==> config.mk <==
export PLATFORM = sky130hd
export DESIGN_NAME = vita_tx_deframer
export DESIGN_NICKNAME = d
export VERILOG_FILES = /design/src/vita_tx_pkg.sv /design/src/vita_tx_deframer.sv
export VERILOG_INCLUDE_DIRS = /design/src
export SDC_FILE = /design/constraint.sdc
export NUM_CORES = 1
export LEC_CHECK = 0
export BUFFER_PORTS_ARGS = -buffer_cell sky130_fd_sc_hd__buf_2
export CORE_AREA = 5 5 135 137
export DETAILED_ROUTE_END_ITERATION = 12
export DIE_AREA = 0 0 140 142
export GPL_TIMING_DRIVEN = 1
export MAX_ROUTING_LAYER = met4
export PLACE_DENSITY = 0.62
export SYNTH_ARGS = -nofsm -noshare
export SYNTH_HDL_FRONTEND = slang
export SYNTH_SLANG_ARGS = --single-unit
==> constraint.sdc <==
create_clock -name clk -period 20.1 [get_ports clk]
set_input_delay 6.03 -clock clk [delete_from_list [all_inputs] [get_ports clk]]
set_output_delay 6.03 -clock clk [all_outputs]
set_load 0.01 [all_outputs]
==> src/vita_tx_settings.svh <==
`ifndef VITA_TX_SETTINGS_SVH
`define VITA_TX_SETTINGS_SVH

// Sample word width
`define VTX_SAMPLE_W 32

// Power of two, at least 4
`define VTX_FIFO_DEPTH 64

// Settings bus addresses
`define VTX_ADDR_TIME_HI 8'd0
`define VTX_ADDR_TIME_LO 8'd1
`define VTX_ADDR_CLEAR   8'd2

`endif

==> src/vita_tx_pkg.sv <==
`include "vita_tx_settings.svh"

package vita_tx_pkg;

   // Packet header word
   typedef struct packed {
      logic        sob;
      logic        eob;
      logic        send_at;   // Two time words follow
      logic [3:0]  seqnum;
      logic [12:0] spare;
      logic [11:0] len;       // Payload length in samples
   } vtx_hdr_t;

   // Header view or raw view of one input word
   typedef union packed {
      vtx_hdr_t    hdr;
      logic [31:0] raw;
   } vtx_word_u;

   // One sample as stored in the sample FIFO
   typedef struct packed {
      logic [`VTX_SAMPLE_W-1:0] sample;
      logic [63:0]              send_time;
      logic                     eop;
      logic                     eob;
      logic                     sob;
      logic                     send_at;
      logic                     seqnum_err;
   } vtx_entry_t;

   typedef enum logic [15:0] {
      ERR_NONE               = 16'd0,
      ERR_UNDERRUN           = 16'd2,
      ERR_SEQ_ERROR          = 16'd4,
      ERR_TIME_ERROR         = 16'd8,
      ERR_UNDERRUN_MIDPKT    = 16'd16,
      ERR_SEQ_ERROR_MIDBURST = 16'd32
   } vtx_err_code_t;

endpackage

==> src/vita_tx_deframer.sv <==
module vita_tx_deframer (
   input  logic                    clk,
   input  logic                    reset_i,
   input  logic                    clear_i,
   input  vita_tx_pkg::vtx_word_u  word_i,
   input  logic                    word_valid_i,
   output logic                    word_ready_o,
   output logic                    push_o,
   output vita_tx_pkg::vtx_entry_t entry_o,
   input  logic                    full_i
);

   typedef enum logic [1:0] {
      S_HDR,
      S_TIME_HI,
      S_TIME_LO,
      S_PAYLOAD
   } state_t;

   state_t                  state_q;
   logic                    xfer;
   logic [11:0]             remain_q;     // Payload words still to come
   logic [3:0]              exp_seq_q;
   logic                    seq_valid_q;  // A previous header was seen
   logic                    seq_err;
   logic                    seq_err_q;
   vita_tx_pkg::vtx_hdr_t   hdr_q;
   logic [63:0]             send_time_q;

   // Only payload words wait for FIFO space
   assign word_ready_o = (state_q != S_PAYLOAD) || !full_i;
   assign xfer         = word_valid_i && word_ready_o;
   assign seq_err      = seq_valid_q && (word_i.hdr.seqnum != exp_seq_q);

   always_ff @(posedge clk)
   begin
      if (reset_i || clear_i)
      begin
         state_q     <= S_HDR;
         remain_q    <= '0;
         exp_seq_q   <= '0;
         seq_valid_q <= 1'b0;
         push_o      <= 1'b0;
      end
      else
      begin
         push_o <= 1'b0;
         if (xfer)
         begin
            case (state_q)
               S_HDR:
               begin
                  seq_valid_q <= 1'b1;
                  exp_seq_q   <= word_i.hdr.seqnum + 4'd1;
                  remain_q    <= word_i.hdr.len;
                  if (word_i.hdr.len == '0)
                     state_q <= S_HDR;   // Empty packet dropped
                  else if (word_i.hdr.send_at)
                     state_q <= S_TIME_HI;
                  else
                     state_q <= S_PAYLOAD;
               end
               S_TIME_HI:
                  state_q <= S_TIME_LO;
               S_TIME_LO:
                  state_q <= S_PAYLOAD;
               S_PAYLOAD:
               begin
                  push_o   <= 1'b1;
                  remain_q <= remain_q - 12'd1;
                  if (remain_q == 12'd1)
                     state_q <= S_HDR;
               end
            endcase
         end
      end
   end

   always_ff @(posedge clk)
   begin
      if (xfer)
      begin
         case (state_q)
            S_HDR:
            begin
               hdr_q       <= word_i.hdr;
               seq_err_q   <= seq_err;
               send_time_q <= '0;
            end
            S_TIME_HI:
               send_time_q[63:32] <= word_i.raw;
            S_TIME_LO:
               send_time_q[31:0] <= word_i.raw;
            S_PAYLOAD:
               entry_o <= '{sample:     word_i.raw,
                            send_time:  send_time_q,
                            eop:        (remain_q == 12'd1),
                            eob:        hdr_q.eob,
                            sob:        hdr_q.sob,
                            send_at:    hdr_q.send_at,
                            seqnum_err: seq_err_q};
         endcase
      end
   end

endmodule

# Word-level counts from Yosys, hierarchy flattened
# Cells that the tools add are included.
# W data, S select, Z words.
# word_totals
register_bits,189
in_bits,37
out_inout_bits,103
elab_cells,53
# op_classes
add_sub_neg,2
n_eq_ne,7
mux,8
n_bitwise,1
reduce_logical,17
# op_table
operator,n
$pmux W32 S2,2
$pmux W12 S2,1
$eq A12 B1 Y1 const B,1
$logic_not A12 Y1,1
$reduce_and A2 Y1,6
$sub A12 B1 Y12 const B,1
$pmux W2 S4,1
$mux W2,3
$reduce_bool A2 Y1,3
$add A4 B1 Y4 const B,1
$eq A2 B2 Y1 const B,2
$ne A2 B2 Y1 const B,2
$ne A4 B4 Y1,1
$eq A2 B1 Y1 const B,1
$logic_and A1 B1 Y1,2
$logic_not A2 Y1,1
$logic_or A1 B1 Y1,2
$reduce_or A2 Y1,1
$logic_not A1 Y1,1
$mux W1,1
$not A1 Y1,1

# Depth between registers and ports, before layout
# logic_depth
depth_word,5
ltp_mapped,7

# Worst setup path after synthesis
# Ideal clock, no wire load.
# synth_timing
kind,in2reg
start,input port full_i
end,"register entry_o[0] (netlist name), enable pin"
setup_time_ns,0.705
arrival_time_ns,13.317
required_time_ns,19.395
slack_ns,6.078
cell_stages,1
path_buffers,0
cell_sequence,nor3b_1
# synth_between
elab_chain_len,4
# synth_lines
item,line,text
"start, declared",vita_tx_deframer.sv:10,input logic full_i
$logic_not A1 Y1,vita_tx_deframer.sv:31,assign word_ready_o = (state_q != S_PAYLOAD) || !full_i;
$logic_or A1 B1 Y1,vita_tx_deframer.sv:31,
$logic_and A1 B1 Y1,vita_tx_deframer.sv:32,assign xfer = word_valid_i && word_ready_o;
$reduce_and A2 Y1 (no source line),--,
"end signal, assigned",vita_tx_deframer.sv:95,"entry_o <= '{sample: word_i.raw,"
"end, declared",vita_tx_deframer.sv:9,"output vita_tx_pkg::vtx_entry_t entry_o,"
# Every way passes these cells.
# A chain may end at the register's enable or synchronous reset.

# Worst setup path in the final report
# layout_timing
start,input port full_i
end,output port word_ready_o
# layout_between
elab_chain_len,2
# layout_lines
item,line,text
$logic_not A1 Y1,vita_tx_deframer.sv:31,
$logic_or A1 B1 Y1,vita_tx_deframer.sv:31,
"end, declared",vita_tx_deframer.sv:7,"output logic word_ready_o,"
# Every way passes these cells.

==> impl_metrics.py <==
metrics = {
    "status": {
        "status": "finished clean",
    },
    "clocking": {
        "cts_sinks": 189,
        "clock_latency_ns": 0.42,
        "cts-buffers-inserted": 17,
        "h-tree-depth": 4,
        "clockBufferDepth": 2,
        "cts_root_buffer": "clkbuf_16",
        "path_clk_slew_ns": 0.06,
        "post-cts-setup-buffers": 0,
        "cts_tree": "yes",
        "ctsResizeCount": 0,
        "postCtsHoldBufs": 0,
    },
    "pwr": {
        "ir_drop_uv": 51.30,
        "p_comb_share_pct": 4.2,
        "clkPwrFrac_pct": 41.1,
        "power.internal_uw": 648.8,
        "p_per_area_nw_per_um2": 96.88,
        "p_leak_uw": 0.003161,
        "sw_frac_of_total_pct": 20.18,
        "seqPwrFrac_pct": 54.7,
        "power_switching_uw": 164.1,
    },
    "flow_run": {
        "drv_cap": 0,
    },
    "placed_design": {
        "routabilityCongestion": 0.8658,
        "postPlaceCellArea_um2": 7795,
        "post-dp-hpwl_mm": 8.780,
        "io_buffer_count": 139,
    },
    "setup_path": {
        "critical_path_required_ns": 14.07,
        "startpoint": "full_i",
        "critPathMostFrequentCell": "buf_2",
        "cp-start-kind": "input pin",
        "worstSetupEndpoint": "word_ready_o",
        "r2r_slack_ns": 17.22,
        "crit_slowest_cell": "buf_2",
        "crit_type": "in -> out",
        "path_cells": "buf_2, nand2_1, buf_2",
        "cp_max_fo": 5,
        "r2r_start": "state_q[1]",
        "reg2reg_depth": 6,
        "cp-end-kind": "primary output",
        "cp.arrival_ns": 6.40,
        "r2r-end": "entry_o[5]",
        "cpPeakStageDelay_ns": 0.16,
    },
    "global_route": {
        "antenna_found_initial": 0,
        "grt_usage_pct": 13.99,
        "grt_pass1_vias": 3840,
        "grt-ovfl-total": 0,
        "grt_max_degree": 59,
        "grt_pass1_wl_mm": 20.64,
    },
    "drt": {
        "top_layer": "met4",
        "dr_wl_met3_um": 887,
        "avgRoutedWirePerCell_um": 16.76,
        "ant_nets": 0,
        "drt_wl_total_mm": 13.20,
        "vias": 3745,
        "drt-initial-drc-count": 169,
        "wl_met1_mm": 5.545,
        "routed_via_density": 4.753,
        "drc_errors": 0,
        "dr_wl_met2_mm": 6.647,
        "first_pass_iters": 4,
    },
    "finish": {
        "drive_gt1_share_pct": 32.68,
        "final_area_um2": 8391,
        "syn2layout_area_growth_pct": 23.29,
        "diodes": 0,
        "final_cell_mix": "edfxtp_1 (169), buf_2 (139), and2_1 (64)",
        "final_common_cell": "edfxtp_1",
        "final_util_pct": 49.54,
        "nets": 595,
    },
    "floorplanning": {
        "die-height_um": 142,
        "io_pins": 140,
        "core_um2": 16940,
        "rows": 48,
        "fp.dieArea_um2": 19880,
        "initial_core_util_pct": 40.18,
        "die_w_um": 140,
    },
    "synthesis": {
        "synth-edff-count": 169,
        "synthesis.nets": 444,
        "synthCells": 400,
        "synth_cell_type_count": 50,
        "synth-seq-cells": 189,
        "synthArstFlopShare_pct": 0,
        "yosys_warnings": 0,
        "syn_avg_cell_area_um2": 17.01,
        "syn_area_um2": 6805,
        "synth_seq_area_share_pct": 80.46,
        "synth_ff_type": "edfxtp_1",
    },
    "worst_hold_path": {
        "hold_depth": 0,
        "hp-class": "reg -> reg",
    },
    "sta": {
        "slew_violations": 0,
        "fin_setup_tns_ns": 0,
        "rsz0062_at_grt": "no",
        "hold_viol_final": 0,
        "worstMarginPinSlew_ns": 1.018,
        "fin_crit_ns": 12.43,
        "fmax_ghz": 0.08045,
        "skew_ns": 0.008851,
        "whs_ns": 0.4179,
        "setup_viol": 0,
        "finalCritPeriodShare_pct": 61.84,
        "max-slew-margin-rel_pct": 31.97,
    },
}
==> worst min path at each step <==
stage / startpoint / endpoint / slack, ns
after floorplan: seq_err_q / entry_o[0] / 0.40
after global placement: send_time_q[10] / entry_o[15] / 0.40
after detailed placement: send_time_q[12] / entry_o[17] / 0.40
after CTS: send_time_q[51] / entry_o[56] / 0.42
after global routing: send_time_q[43] / entry_o[48] / 0.42
final: send_time_q[44] / entry_o[49] / 0.42
==> cell usage after synthesis, types with 2 or more instances <==
master / instances / area share [%]
nand2b_1: 2 / 0.18
a21oi_1: 8 / 0.59
a31oi_1: 2 / 0.18
nor3_1: 7 / 0.51
nor2_1: 21 / 1.2
or4_1: 3 / 0.33
edfxtp_1: 169 / 75
a32o_1: 2 / 0.29
or2_2: 2 / 0.18
clkbuf_1: 12 / 0.66
nand2_1: 12 / 0.66
or3_1: 2 / 0.18
o32ai_1: 2 / 0.26
o21ai_0: 7 / 0.51
and3_1: 2 / 0.18
xor2_1: 5 / 0.64
dfxtp_1: 20 / 5.9
mux2i_1: 3 / 0.44
nand3_1: 3 / 0.22
a221oi_1: 2 / 0.26
and2_1: 64 / 5.9
ha_1: 7 / 1.3
inv_1: 6 / 0.33
o211ai_1: 5 / 0.55
nor2b_1: 2 / 0.18
nor4_1: 3 / 0.28
a211oi_1: 4 / 0.44
==> metal layers <==
| layer | GRT usage [%] | up-vias |
|---|---|---|
| li1 | - | 1809 |
| met1 | 16.34 | 1790 |
| met2 | 23.09 | 135 |
| met3 | 4.536 | 11 |
| met4 | 4.640 | 0 |
| met5 | - | - |
==> sequential cells by signal (all words and copies together), names as in the netlist <==
register,cells
entry_o,101
exp_seq_q,4
hdr_q,3
push_o,1
remain_q,12
send_time_q,64
seq_err_q,1
seq_valid_q,1
state_q,2
==> cells by family (layout without fill, tap and decap cells) <==
logic type | after synthesis | after routing | share of synthesized area, %
buffers and inverters | 18 | 181 | 0.9928
adder cells (fa/ha/maj) | 7 | 7 | 1.287
AO/OA/AOI/OAI | 44 | 44 | 4.799
flip-flops | 189 | 189 | 80.46
XOR/XNOR | 6 | 6 | 0.7722
multiplexers | 3 | 3 | 0.4413
AND/OR/NAND/NOR | 133 | 133 | 11.25
==> cell type report <==
class | instances | area [um^2]
inverter | 6 | 22.52
clock buffer | 18 | 429.2
tap | 225 | 281.5
multi-input combinational | 193 | 1282
clock inverter | 13 | 166.4
fill | 1468 | 8546
sequential | 189 | 5475
timing repair buffer | 144 | 733.2
==> worst max-delay path, delay by kind of cell <==
| kind | cells | cell delay, ns |
|---|---|---|
| buffers and inverters | 2 | 0.28 |
| AND/OR/NAND/NOR | 1 | 0.09 |
==> through the flow <==
stage	total power (uW)	setup WS (ns)	instances
2_1_floorplan	472.1	6.078	400
3_3_place_gp	486.4	7.690	757
3_5_place_dp	488.0	7.670	757
4_1_cts	821.4	7.669	788
5_1_grt	843.5	7.637	788
6_report	812.9	7.670	788
==> power groups by stage <==
stage | logic (uW) | registers (uW) | clock network [uW]
global route | 38.2 | 446 | 360
global placement | 33.8 | 453 | 0
floorplan | 19.8 | 452 | 0
detailed placement | 34.8 | 453 | 0
CTS | 34.9 | 445 | 342
finish | 34.4 | 445 | 334
Note: power is estimated with default switching activity, not from simulation.
