<file path="config.mk">
export PLATFORM = sky130hd
export DESIGN_NAME = vita_timer
export DESIGN_NICKNAME = d
export VERILOG_FILES = /design/src/vita_timer.sv
export VERILOG_INCLUDE_DIRS = /design/src
export SDC_FILE = /design/constraint.sdc
export NUM_CORES = 1
export LEC_CHECK = 0
export BUFFER_PORTS_ARGS = -buffer_cell sky130_fd_sc_hd__buf_4
export CAP_MARGIN = 20
export CORE_MARGIN = 2
export CORE_UTILIZATION = 53
export CTS_CLUSTER_SIZE = 30
export DETAILED_ROUTE_END_ITERATION = 10
export PLACE_DENSITY_LB_ADDON = 0.12
export REMOVE_ABC_BUFFERS = 1
export SLEW_MARGIN = 20
export SYNTH_ARGS = -nofsm -noshare
export SYNTH_HDL_FRONTEND = slang
export SYNTH_SLANG_ARGS = --single-unit
</file>
<file path="constraint.sdc">
create_clock -name clk -period 2.95 [get_ports clk]
set_input_delay 0.1475 -clock clk [delete_from_list [all_inputs] [get_ports clk]]
set_output_delay 0.1475 -clock clk [all_outputs]
set_load 0.02 [all_outputs]
</file>
<file path="src/vita_tx_settings.svh">
`ifndef VITA_TX_SETTINGS_SVH
`define VITA_TX_SETTINGS_SVH

// Sample word width
`define VTX_SAMPLE_W 32

// Power of two, at least 4
`define VTX_FIFO_DEPTH 64

// Settings bus addresses
`define VTX_ADDR_TIME_HI 8'd0
`define VTX_ADDR_TIME_LO 8'd1
`define VTX_ADDR_CLEAR   8'd2

`endif

</file>
<file path="src/vita_timer.sv">
`include "vita_tx_settings.svh"

module vita_timer (
   input  logic        clk,
   input  logic        reset_i,
   input  logic        set_stb_i,
   input  logic [7:0]  set_addr_i,
   input  logic [31:0] set_data_i,
   output logic [63:0] vita_time_o
);

   logic [31:0] time_hi_q;   // Pending upper half
   logic        load_hi;
   logic        load_lo;

   assign load_hi = set_stb_i && (set_addr_i == `VTX_ADDR_TIME_HI);
   assign load_lo = set_stb_i && (set_addr_i == `VTX_ADDR_TIME_LO);

   always_ff @(posedge clk)
   begin
      if (reset_i)
      begin
         time_hi_q   <= '0;
         vita_time_o <= '0;
      end
      else
      begin
         if (load_hi)
            time_hi_q <= set_data_i;
         if (load_lo)
            vita_time_o <= {time_hi_q, set_data_i};   // Both halves at once
         else
            vita_time_o <= vita_time_o + 64'd1;
      end
   end

endmodule

</file>
Word-level counts from Yosys, hierarchy flattened
Index checks and enable logic that the tools add are counted.
- add/sub/neg operators: 1
- divide/modulo/power cells: 0
- multiply operators: 0
- muxes and demuxes: 1
- reductions and logical operators: 3
- shift-type cells: 0
- $lt $le $gt $ge: 0
- eq/ne operators: 1
- bitwise operators: 0
- operators by type and width (cell ; count):
    64-bit by 1-bit adder with 64-bit output (second input constant) ; 1
    64-bit 2-to-1 mux ; 1
    8-bit by 1-bit == test with 1-bit output (second input constant) ; 1
    8-bit logical NOT ; 1
    1-bit logical AND ; 2
- RAM bits: 0
- ROM bits: 0
- register bits: 96
- output and inout bits: 64
- latch bits: 0
- logic and storage cells: 8
- memories kept: 0
- input bits: 43

Depth between registers and ports, before layout
Gate-level depths: netlist (run 1).
- depth in word-level cells: 3
- gate-level depth with buffers: 7

Least setup slack after synthesis (run 1)
Ideal clock, no wire load.
- path type: flip-flop to flip-flop
- start point: register vita_time_o[0]
- end point: register vita_time_o[62]
- arrival time: 2.156 ns
- buffers on the path: 0
- data required time: 2.827 ns
- setup time: 0.123 ns
- cell stages (with the launch flop): 7
- path slack: 0.671 ns
- cell sequence: dfxtp_1 > ha_1 > nand4_1 > or4_1 > nor4_4 > a2111o_1 > nand3_1
- word-level cells in the longest chain between the ends: 2
- ends and longest elaborated chain (item ; RTL line ; source):
    start, declared ; vita_timer.sv:9 ; output logic [63:0] vita_time_o
    start signal, assigned ; vita_timer.sv:31 ; vita_time_o <= {time_hi_q, set_data_i};
    start signal, assigned ; vita_timer.sv:33 ; vita_time_o <= vita_time_o + 64'd1;
    64-bit by 1-bit adder with 64-bit output ; vita_timer.sv:33 ;
    64-bit 2-to-1 mux ; vita_timer.sv:30 ; if (load_lo)
Every way passes these cells.
A chain may end at the register's enable or synchronous reset.

Worst setup path in the final report (run 1)
- start point: register vita_time_o[0]
- end point: register vita_time_o[56]
The elaborated chain is that of the path after synthesis.

==> results of run 1 <==
[layout by cell type, fill, tap and decap left out, types with 2 or more instances in the layout]
cell type	instances
a2111o_1	6
a211oi_1	18
a21oi_1	21
a311oi_1	5
a31o_2	2
a31oi_1	11
and2_1	4
and3_1	6
and4_1	11
and4b_1	2
buf_4	117
bufinv_16	2
clkbuf_8	10
dfxtp_1	96
inv_1	11
mux2i_1	32
nand2_1	29
nand3_1	43
nand4_1	32
nand4b_1	2
nor2_1	70
nor3_1	13
nor4_1	14
o21ai_0	37
o31ai_1	8
or2_2	3
or3_1	8
or4_1	9
xnor2_1	21
xor2_1	16
[routing by layer]
metal  vias up  global-route usage, %  wire (microns)
met5         -                      0               0
met3        26                   4.85            1330
met1      2374                   42.1            6470
li1       2345                      -               -
met4         0                   7.59             200
met2       239                   44.8            6630
[metrics by stage]
stage                     utilization, %  cells  hold slack [ns]  TNS, ns  total power, W
after floorplan                        -    544            0.217  -132.52         0.00140
after global placement              65.5    770            0.391        0         0.00150
after detailed placement            65.5    770            0.403        0         0.00150
after CTS                           68.1    786           0.0181        0         0.00247
after global routing                68.1    786           0.0230        0         0.00252
final                               68.1    786           0.0281        0         0.00245
[worst register-to-register path, delay by kind of cell (launching register included)]
kind,cells,cell delay (ns)
flip-flops,1,0.44
AND/OR/NAND/NOR,4,1.71
AO/OA/AOI/OAI,1,0.16
adder cells (fa/ha/maj),1,0.24
[sequential cells by signal, indices dropped and copies added (netlist names)]
register / count
time_hi_q: 32
vita_time_o: 64
[cell families after synthesis]
group	count (synthesis)	share of synthesized area, %
compound gates	112	14.8
flops	96	39.5
simple gates	255	28.5
mux	32	6.59
xor+xnor	37	6.67
buf+inv	46	3.66
fa+ha+maj	1	0.257
[power by group]
part           internal, W  total (W)  switching, W  leakage (nW)
clock network     0.000504   0.000982      0.000478         0.113
logic            0.0000700   0.000152     0.0000816          1.27
registers          0.00131    0.00132     0.0000149         0.774
total              0.00188    0.00245      0.000574          2.15
[worst paths after layout]
kind	to	cells past startpoint	start	slack (ns)
max	vita_time_o[56]$_SDFF_PP0_	6	vita_time_o[0]$_SDFF_PP0_	0.34
min	time_hi_q[7]$_SDFFE_PP0P_	3	set_data_i[7]	0.03
max reg2reg	vita_time_o[56]$_SDFF_PP0_	6	vita_time_o[0]$_SDFF_PP0_	0.34
min reg2reg	time_hi_q[0]$_SDFFE_PP0P_	2	time_hi_q[0]$_SDFFE_PP0P_	0.49
[layout make-up]
cell class / count / area share (%)
multi-input combinational: 437 / 46.3
sequential: 96 / 32.0
timing repair buffer: 118 / 15.0
clock buffer: 10 / 2.29
tap: 108 / 2.25
clock inverter: 6 / 1.50
inverter: 11 / 0.688
==> insert_results.sql, run 1 <==
INSERT INTO impl_metrics (metric_group, metric, value, unit) VALUES
('outcome', 'status', 'finished, final reports clean', ''),
('setup_path', 'cpMaxStageDelayCell', 'or4_1', ''),
('setup_path', 'cp_common_cell', 'nand4_1', ''),
('setup_path', 'criticalPathCategory', 'reg -> reg', ''),
('setup_path', 'cp_endpoint_kind', 'flop', ''),
('placed_design', 'setup_slack_after_placement', '0.365', 'ns'),
('run', 'max_cap_violations', '0', ''),
('clock_tree', 'cts-root-buf', 'clkbuf_8', ''),
('die', 'dieArea', '9950', 'sq um'),
('sta', 'min_period', '2.61', 'ns'),
('sta', 'grt_setup_unrepaired', 'false', ''),
('finish', 'design_area', '6000', 'sq um'),
('clock_tree', 'clkSinkCount', '96', ''),
('clock_tree', 'cts_buffers', '9', ''),
('finish', 'syn2layout_area_growth', '23.5', '%'),
('yosys', 'synth_enable_flop_cells', '0', ''),
('detailed_routing', 'drt_first_iter_violations', '367', ''),
('die', 'core_area', '8810', 'sq um'),
('pwr', 'power_density', '409', 'nW/um^2'),
('setup_path', 'timing.critical_path.slowest_cell_delay', '0.63', 'ns'),
('yosys', 'yosysSeqAreaShare', '39.5', '%'),
('yosys', 'netlist.top_cell.by_area', 'dfxtp_1', ''),
('global_route', 'antenna_found_initial', '0', ''),
('setup_path', 'cpLargestDelayFamily', 'simple AND/OR/NAND/NOR gates', ''),
('clock_tree', 'cts_setup_buffers', '0', ''),
('die', 'chipWidth', '99.8', 'microns'),
('placed_design', 'hpwl', '10.3', 'mm'),
('finish', 'seq_area', '1920', 'sq um'),
('sta', 'report.final.hold_viol_count', '0', ''),
('yosys', 'synth-main-ff-cell', 'dfxtp_1', ''),
('clock_tree', 'cts_max_level', '3', ''),
('finish', 'multiInputGateArea', '2780', 'sq um'),
('setup_path', 'critical_path_buf_inv_count', '0', ''),
('yosys', 'syn_area_per_cell', '8.39', 'sq um'),
('yosys', 'ys.warnings.count', '0', ''),
('yosys', 'synth_most_common_cell', 'dfxtp_1', ''),
('detailed_routing', 'drc_viols', '0', ''),
('placed_design', 'placer_congestion_estimate', '0.898', ''),
('sta', 'setup_viol', '0', ''),
('sta', 'final_setup_skew', '0.00952', 'ns'),
('detailed_routing', 'drt_first_pass_iters', '5', ''),
('yosys', 'post_synthesis_instance_area', '4860', 'sq um'),
('clock_tree', 'clk_pin_slew_worst_paths', '0.10', 'ns'),
('detailed_routing', 'viasPerCell', '6.34', ''),
('finish', 'filler_cell_count', '746', ''),
('sta', 'timing_max_transition_violations_final', '0', ''),
('detailed_routing', 'finalWirelength', '14.6', 'mm'),
('yosys', 'synth_cell_count_leaders', 'dfxtp_1, nor2_1, nand3_1', ''),
('placed_design', 'placement.io_buffers', '106', ''),
('sta', 'period_share', '88.3', '%'),
('global_route', 'grt_usage', '29.0', '%'),
('pwr', 'leakagePower', '2.15', 'nW'),
('detailed_routing', 'wl_per_cell', '18.6', 'microns'),
('clock_tree', 'cts.repair.resized', '0', ''),
('clock_tree', 'maximum_count_of_clock_buffers_along_a_single_path', '2', ''),
('setup_path', 'cp_data_arrival_time', '2.90', 'ns'),
('clock_tree', 'cts_tree', 'yes', ''),
('setup_path', 'worstPathCellList', 'ha_1, nand4_1, nor3_2, nand4_1, or4_1, a31oi_1', ''),
('die', 'core.rowCount', '34', ''),
('worst_hold_path', 'hold_class', 'in -> reg', ''),
('die', 'floorplan.initialDensity', '55.2', '%'),
('clock_tree', 'ctsHoldBuffers', '0', ''),
('yosys', 'synthArstFlopShare', '0', '%'),
('die', 'fp.dieH', '99.8', 'microns'),
('detailed_routing', 'final_antenna_net_count', '0', ''),
('sta', 'max_slew.worst_pin.slew', '0.788', 'ns'),
('global_route', 'grt_start_max_net_pins', '118', ''),
('yosys', 'syn-instance-count', '579', ''),
('finish', 'nNetsFinal', '717', ''),
('die', 'design.portCount', '107', ''),
('yosys', 'synth_top_cells_by_area', 'dfxtp_1, mux2i_1, nor2_1, nand3_1, nand4_1', '');
No activity file was read; power rests on OpenSTA's default activity.
==> run 2: changes to the inputs <==
--- a/config.mk
+++ b/config.mk
@@ -9,7 +9,7 @@
 export BUFFER_PORTS_ARGS = -buffer_cell sky130_fd_sc_hd__buf_4
 export CAP_MARGIN = 20
 export CORE_MARGIN = 2
-export CORE_UTILIZATION = 53
+export CORE_UTILIZATION = 49
 export CTS_CLUSTER_SIZE = 30
 export DETAILED_ROUTE_END_ITERATION = 10
 export PLACE_DENSITY_LB_ADDON = 0.12
==> constraint.sdc (replaced) <==
create_clock -name clk -period 2.3 [get_ports clk]
set_input_delay 0.115 -clock clk [delete_from_list [all_inputs] [get_ports clk]]
set_output_delay 0.115 -clock clk [all_outputs]
set_load 0.02 [all_outputs]
==> run 2 against run 1 <==
Worst setup slack lost 0.26 ns; clock-buffer cell count grew 2; core utilization shrank 0.74 points; worst hold slack lost 0.022 ns; critical endpoint is now vita_time_o[44]$_SDFF_PP0_; clock skew is essentially flat; register-to-register slack lost 0.26 ns; global-route usage shrank 0.42 points.
==> insert_results.sql, run 2 (synthesis results as in run 1) <==
INSERT INTO impl_metrics (metric_group, metric, value, unit) VALUES
('clock_tree', 'clkSinkCount', '96', ''),
('global_route', 'groute.layer.met3.usage', '4.28', '%'),
('detailed_routing', 'drt_first_iter_violations', '275', ''),
('setup_path', 'cp_endpoint_kind', 'flop', ''),
('worst_hold_path', 'hold_start', 'set_data_i[2]', ''),
('worst_hold_path', 'hold_class', 'in -> reg', ''),
('pwr', 'p_comb_share', '7.6', '%'),
('clock_tree', 'cts_max_level', '3', ''),
('global_route', 'grt_use_met1', '40.1', '%'),
('sta', 'hold_slack_final', '0.00583', 'ns'),
('sta', 'period_share', '96.4', '%'),
('clock_tree', 'clk_pin_slew_worst_paths', '0.09', 'ns'),
('global_route', 'vias_in_the_first_global_route', '4906', ''),
('clock_tree', 'cts_tree', 'yes', ''),
('sta', 'worst_setup_slack_final', '0.0836', 'ns'),
('sta', 'report.final.hold_viol_count', '0', ''),
('finish', 'mostFrequentLayoutCell', 'buf_4', ''),
('pwr', 'p_clk_share', '38.4', '%'),
('run', 'max_cap_violations', '0', ''),
('setup_path', 'criticalPathCategory', 'reg -> reg', ''),
('die', 'design.portCount', '107', ''),
('die', 'dieArea', '10700', 'sq um'),
('finish', 'largest_register', 'vita_time_o', ''),
('global_route', 'busiest_layer', 'met2', ''),
('detailed_routing', 'drc_viols', '0', ''),
('placed_design', 'hpwl', '11.0', 'mm'),
('sta', 'finalSetupTns', '0', 'ns'),
('global_route', 'grt.overflow.total', '0', ''),
('finish', 'largest_registers', 'vita_time_o (64), time_hi_q (32)', ''),
('finish', 'filler_cell_count', '843', ''),
('detailed_routing', 'finalWirelength', '15.5', 'mm'),
('detailed_routing', 'final_antenna_net_count', '0', ''),
('finish', 'nNetsFinal', '773', ''),
('worst_hold_path', 'hold-path-cell-count', '3', ''),
('sta', 'max_clock_freq', '0.451', 'GHz'),
('detailed_routing', 'dr_total_vias', '5130', ''),
('pwr', 'total_power', '0.00313', 'W'),
('finish', 'commonest_non_fill_non_tap_cells_in_the_layout', 'buf_4, dfxtp_1, nor2_1', ''),
('pwr', 'cellInternalPower', '0.00239', 'W'),
('global_route', 'use_met2', '44.6', '%'),
('setup_path', 'required_time_of_the_critical_path', '2.54', 'ns'),
('setup_path', 'critical_path.startpoint_type', 'flop', ''),
('setup_path', 'timing.reg2reg.worst_path_depth', '7', ''),
('global_route', 'grt_pass1_wl', '24.8', 'mm'),
('detailed_routing', 'drt_first_pass_iters', '5', ''),
('placed_design', 'placer_congestion_estimate', '0.932', ''),
('pwr', 'pwr-share-seq', '54.0', '%'),
('pwr', 'switching_power', '0.000738', 'W'),
('pwr', 'peakVddDrop', '0.385', 'mV'),
('global_route', 'grt_start_max_net_pins', '118', ''),
('pwr', 'switching_share', '23.6', '%'),
('sta', 'slew_headroom', '52.2', '%'),
('detailed_routing', 'viasPerCell', '5.92', ''),
('sta', 'final_setup_skew', '0.00970', 'ns'),
('setup_path', 'crit_fanout', '7', ''),
('die', 'chipWidth', '104', 'microns'),
('finish', 'utilization', '67.4', '%'),
('pwr', 'leakagePower', '2.42', 'nW'),
('die', 'floorplan.initialDensity', '50.2', '%'),
('finish', 'syn2layout_area_growth', '34.3', '%'),
('detailed_routing', 'wl_per_cell', '17.9', 'microns'),
('sta', 'min_period', '2.22', 'ns'),
('clock_tree', 'clock_latency', '0.37', 'ns'),
('placed_design', 'setup_slack_after_placement', '0.0669', 'ns'),
('pwr', 'power_density', '479', 'nW/um^2'),
('clock_tree', 'cts_buffers', '9', ''),
('sta', 'grt_setup_unrepaired', 'true', ''),
('die', 'core.rowCount', '36', ''),
('finish', 'largest_register_ff_count', '64', ''),
('global_route', 'grt_usage', '28.5', '%'),
('clock_tree', 'cts-root-buf', 'clkbuf_8', ''),
('placed_design', 'placement.io_buffers', '106', ''),
('setup_path', 'setup.worst_path.start', 'vita_time_o[1]$_SDFF_PP0_', ''),
('die', 'fp.dieH', '104', 'microns'),
('outcome', 'status', 'finished, final reports clean', ''),
('die', 'core_area', '9680', 'sq um'),
('setup_path', 'cp_data_arrival_time', '2.46', 'ns'),
('clock_tree', 'maximum_count_of_clock_buffers_along_a_single_path', '2', ''),
('finish', 'layout_cell_share_with_drive_strength_beyond_1', '24.9', '%'),
('finish', 'num_antenna_cells', '0', ''),
('global_route', 'antenna_found_initial', '0', ''),
('sta', 'setup_viol', '0', ''),
('sta', 'max_slew.worst_pin.slew', '0.716', 'ns'),
('sta', 'timing_max_transition_violations_final', '0', ''),
('setup_path', 'beginning_of_the_worst_register_to_register_path', 'vita_time_o[1]$_SDFF_PP0_', '');
## run 2: cell types whose count changed in the layout (fill, tap and decap cells not counted), sizes merged
cell	delta
clkbuf	+2
dlygate4sd3	+23
buf	+33
bufinv	-1
inv	-1
## run 2: what timing repair did
item | CTS | global route
endpoints found under the hold margin | 23 | 0
setup endpoints to repair | 0 | 12
hold buffers | 23 | 0
setup buffers | 0 | 3
gates resized for setup | 0 | 6
## run 2: final timing paths
kind | to | slack [ns]
setup / recovery | vita_time_o[44]$_SDFF_PP0_ | 0.08
hold / removal | time_hi_q[2]$_SDFFE_PP0P_ | 0.006
setup reg to reg | vita_time_o[44]$_SDFF_PP0_ | 0.08
hold reg to reg | vita_time_o[45]$_SDFF_PP0_ | 0.49
## run 2: area by class of cell
cell class                      count  area (sq um)  area share [%]
Clock inverter                      4          51.3           0.786
Multi-Input combinational cell    437          2780            42.7
Inverter                           11          41.3           0.633
Clock buffer                       12           165            2.53
Sequential cell                    96          1930            29.5
Tap cell                          133           166            2.55
Timing Repair Buffer              174          1390            21.3
## run 2: per-stage QoR
| step | cell area [sq um] | cells |
|---|---|---|
| floorplan | 4720 | 544 |
| global placement | 6040 | 825 |
| detailed placement | 6040 | 825 |
| CTS | 6490 | 864 |
| global route | 6530 | 867 |
| finish | 6530 | 867 |
## run 2: critical path: stages (launching register included)
cell	delay [ns]
dfxtp_1	0.35
ha_2	0.21
nand4_1	0.20
or4_1	0.71
nor4_4	0.24
buf_4	0.20
xnor2_1	0.12
a21oi_1	0.08
## run 2: routing by layer
metal,wire length (microns),part of all wire (%)
met5,0,0
met2,7190,46
met1,7040,45
met3,1020,6.5
met4,281,1.8
## run 2: power by group through the flow
stage               clock (W)  combinational (W)  sequential, W
global placement            0           0.000200        0.00173
global route          0.00127           0.000255        0.00169
floorplan                   0          0.0000497        0.00174
CTS                   0.00122           0.000235        0.00169
detailed placement          0           0.000203        0.00173
finish                0.00120           0.000237        0.00169
==> run 3: changes to the inputs <==
--- a/config.mk
+++ b/config.mk
@@ -8,7 +8,6 @@
 export LEC_CHECK = 0
 export BUFFER_PORTS_ARGS = -buffer_cell sky130_fd_sc_hd__buf_4
 export CAP_MARGIN = 20
-export CORE_MARGIN = 2
 export CORE_UTILIZATION = 49
 export CTS_CLUSTER_SIZE = 30
 export DETAILED_ROUTE_END_ITERATION = 10
==> run 3 against run 2 <==
Sequential share of layout area up 0.23 points; clock power up 8%; register-to-register slack better by 0.03 ns; cell area down 0.98%; critical endpoint is now vita_time_o[48]$_SDFF_PP0_.
==> insert_results.sql, run 3 (synthesis results as in run 1) <==
INSERT INTO impl_metrics (metric_group, metric, value, unit) VALUES
('outcome', 'status', 'finished, final reports clean', ''),
('clock_tree', 'cts_max_level', '3', ''),
('finish', 'mostFrequentLayoutCell', 'buf_4', ''),
('global_route', 'grt_start_max_net_pins', '118', ''),
('pwr', 'leakagePower', '2.41', 'nW'),
('run', 'max_cap_violations', '0', ''),
('finish', 'largest_register', 'vita_time_o', ''),
('placed_design', 'setup_slack_after_placement', '-0.0454', 'ns'),
('finish', 'num_antenna_cells', '0', ''),
('clock_tree', 'maximum_count_of_clock_buffers_along_a_single_path', '2', ''),
('setup_path', 'critical_path.startpoint_type', 'flop', ''),
('finish', 'design_area', '6460', 'sq um'),
('placed_design', 'hpwl', '10.7', 'mm'),
('global_route', 'grt.overflow.total', '0', ''),
('finish', 'layout_cell_share_with_drive_strength_beyond_1', '24.4', '%'),
('pwr', 'total_power', '0.00321', 'W'),
('global_route', 'busiest_layer', 'met2', ''),
('sta', 'max_clock_freq', '0.457', 'GHz'),
('global_route', 'groute.layer.met3.usage', '3.86', '%'),
('clock_tree', 'clock_latency', '0.36', 'ns'),
('sta', 'grt_setup_unrepaired', 'true', ''),
('placed_design', 'placement.io_buffers', '106', ''),
('detailed_routing', 'drt_first_pass_iters', '5', ''),
('setup_path', 'timing.reg2reg.worst_path_depth', '6', ''),
('die', 'floorplan.initialDensity', '51.6', '%'),
('die', 'dieArea', '10300', 'sq um'),
('sta', 'min_period', '2.19', 'ns'),
('detailed_routing', 'drc_viols', '0', ''),
('setup_path', 'crit_fanout', '9', ''),
('detailed_routing', 'finalWirelength', '15.1', 'mm'),
('placed_design', 'placer_congestion_estimate', '0.885', ''),
('die', 'core_area', '9420', 'sq um'),
('setup_path', 'cp_data_arrival_time', '2.47', 'ns'),
('sta', 'setup_viol', '0', ''),
('setup_path', 'criticalPathCategory', 'reg -> reg', ''),
('finish', 'largest_registers', 'vita_time_o (64), time_hi_q (32)', ''),
('global_route', 'grt_pass1_wl', '23.4', 'mm'),
('pwr', 'p_clk_share', '40.2', '%'),
('finish', 'commonest_non_fill_non_tap_cells_in_the_layout', 'buf_4, dfxtp_1, nor2_1', ''),
('clock_tree', 'clk_pin_slew_worst_paths', '0.09', 'ns'),
('setup_path', 'rrSetupSlack', '0.11', 'ns'),
('setup_path', 'cp_common_cell', 'nand4_1', ''),
('finish', 'nNetsFinal', '765', ''),
('setup_path', 'required_time_of_the_critical_path', '2.58', 'ns'),
('die', 'fp.dieH', '102', 'microns'),
('pwr', 'pwr-share-seq', '52.7', '%'),
('pwr', 'p_comb_share', '7.1', '%'),
('detailed_routing', 'final_antenna_net_count', '0', ''),
('die', 'chipWidth', '102', 'microns'),
('sta', 'max_slew.worst_pin.slew', '0.611', 'ns'),
('sta', 'timing_max_transition_violations_final', '0', ''),
('setup_path', 'cpLargestDelayFamily', 'simple AND/OR/NAND/NOR gates', ''),
('finish', 'syn2layout_area_growth', '33.0', '%'),
('global_route', 'use_met2', '46.2', '%'),
('pwr', 'peakVddDrop', '0.285', 'mV'),
('global_route', 'grt_use_met1', '41.6', '%'),
('clock_tree', 'cts-root-buf', 'clkbuf_8', ''),
('finish', 'largest_register_ff_count', '64', ''),
('global_route', 'vias_in_the_first_global_route', '4561', ''),
('worst_hold_path', 'hold-path-cell-count', '3', ''),
('finish', 'filler_cell_count', '817', ''),
('setup_path', 'worstPathCellList', 'nand4_1, nor4_4, nand4_1, buf_4, or4_1, a31oi_1', ''),
('clock_tree', 'cts_tree', 'yes', ''),
('pwr', 'power_density', '496', 'nW/um^2'),
('global_route', 'antenna_found_initial', '0', ''),
('detailed_routing', 'viasPerCell', '5.93', ''),
('pwr', 'switching_power', '0.000713', 'W'),
('detailed_routing', 'drt_first_iter_violations', '307', ''),
('sta', 'period_share', '95.2', '%'),
('global_route', 'grt_usage', '29.3', '%'),
('setup_path', 'cp_endpoint_kind', 'flop', ''),
('die', 'design.portCount', '107', ''),
('sta', 'final_setup_skew', '0.0106', 'ns'),
('worst_hold_path', 'hold_start', 'set_data_i[14]', ''),
('setup_path', 'reg2reg_end', 'vita_time_o[48]$_SDFF_PP0_', ''),
('sta', 'report.final.hold_viol_count', '0', ''),
('pwr', 'cellInternalPower', '0.00249', 'W'),
('detailed_routing', 'dr_total_vias', '5071', ''),
('finish', 'utilization', '68.6', '%'),
('sta', 'finalSetupTns', '0', 'ns'),
('sta', 'worst_setup_slack_final', '0.110', 'ns'),
('die', 'core.rowCount', '35', ''),
('clock_tree', 'cts_buffers', '9', ''),
('worst_hold_path', 'min_to', 'time_hi_q[14]$_SDFFE_PP0P_', ''),
('placed_design', 'placedInstanceArea', '6030', 'sq um'),
('setup_path', 'cpMaxStageDelayCell', 'dfxtp_1', ''),
('pwr', 'switching_share', '22.3', '%'),
('clock_tree', 'clkSinkCount', '96', ''),
('setup_path', 'critical_path_buf_inv_count', '1', ''),
('setup_path', 'timing.critical_path.slowest_cell_delay', '0.43', 'ns'),
('setup_path', 'beginning_of_the_worst_register_to_register_path', 'vita_time_o[24]$_SDFF_PP0_', ''),
('worst_hold_path', 'hold_class', 'in -> reg', ''),
('sta', 'slew_headroom', '59.3', '%'),
('detailed_routing', 'wl_per_cell', '17.6', 'microns');
[run 3: cell count changes in the layout (fill, tap and decap cells not counted), sizes merged]
cell         delta
clkinv          -2
clkbuf          +2
bufinv          +1
dlygate4sd3     -7
clkinvlp        -1
buf             -1
[run 3: worst max path at each step]
stage | from | endpoint | slack, ns | cells past startpoint
5_1_grt | vita_time_o[0]$_SDFF_PP0_ | vita_time_o[48]$_SDFF_PP0_ | 0.004 | 7
2_1_floorplan | set_addr_i[3] | time_hi_q[0]$_SDFFE_PP0P_ | -3.21 | 4
3_3_place_gp | vita_time_o[0]$_SDFF_PP0_ | vita_time_o[62]$_SDFF_PP0_ | 0.03 | 6
6_report | vita_time_o[24]$_SDFF_PP0_ | vita_time_o[48]$_SDFF_PP0_ | 0.11 | 6
4_1_cts | vita_time_o[24]$_SDFF_PP0_ | vita_time_o[48]$_SDFF_PP0_ | 0.03 | 6
3_5_place_dp | vita_time_o[0]$_SDFF_PP0_ | vita_time_o[54]$_SDFF_PP0_ | -0.05 | 6
[run 3: routing by layer]
metal	vias up	share of wire, %
met2	182	46
li1	2447	-
met4	0	1.4
met3	16	6.1
met1	2426	46
met5	-	0
[run 3: power groups by stage]
stage	registers [W]	clock network, W	logic [W]
3_3_place_gp	0.00173	0	0.000203
5_1_grt	0.00169	0.00136	0.000245
2_1_floorplan	0.00174	0	0.0000497
3_5_place_dp	0.00173	0	0.000205
6_report	0.00169	0.00129	0.000229
4_1_cts	0.00169	0.00130	0.000228
[run 3: area by class of cell]
cell class,count,area [sq um],share of cell area [%]
Clock buffer,14,173,2.67
Clock inverter,2,60.1,0.929
Inverter,11,41.3,0.639
Multi-Input combinational cell,437,2790,43.2
Sequential cell,96,1920,29.7
Tap cell,129,161,2.50
Timing Repair Buffer,166,1310,20.3
[run 3: per-stage QoR]
| step | cells | hold slack (ns) |
|---|---|---|
| after floorplan | 544 | 0.184 |
| after global placement | 820 | 0.360 |
| after detailed placement | 820 | 0.370 |
| after CTS | 853 | 0.000168 |
| after global routing | 855 | 0.0141 |
| final | 855 | 0.00698 |
[run 3: worst min-delay path: stages]
cell,delay [ns]
buf_4,0.09
mux2i_1,0.06
nor2_1,0.07
[run 3: repair_timing]
item	in CTS	in global routing
pin swaps	1	4
setup buffers	1	2
endpoints found under the setup margin	4	14
gates cloned	0	0
hold buffers	16	0
endpoints found under the hold margin	16	0
resized for setup	0	3
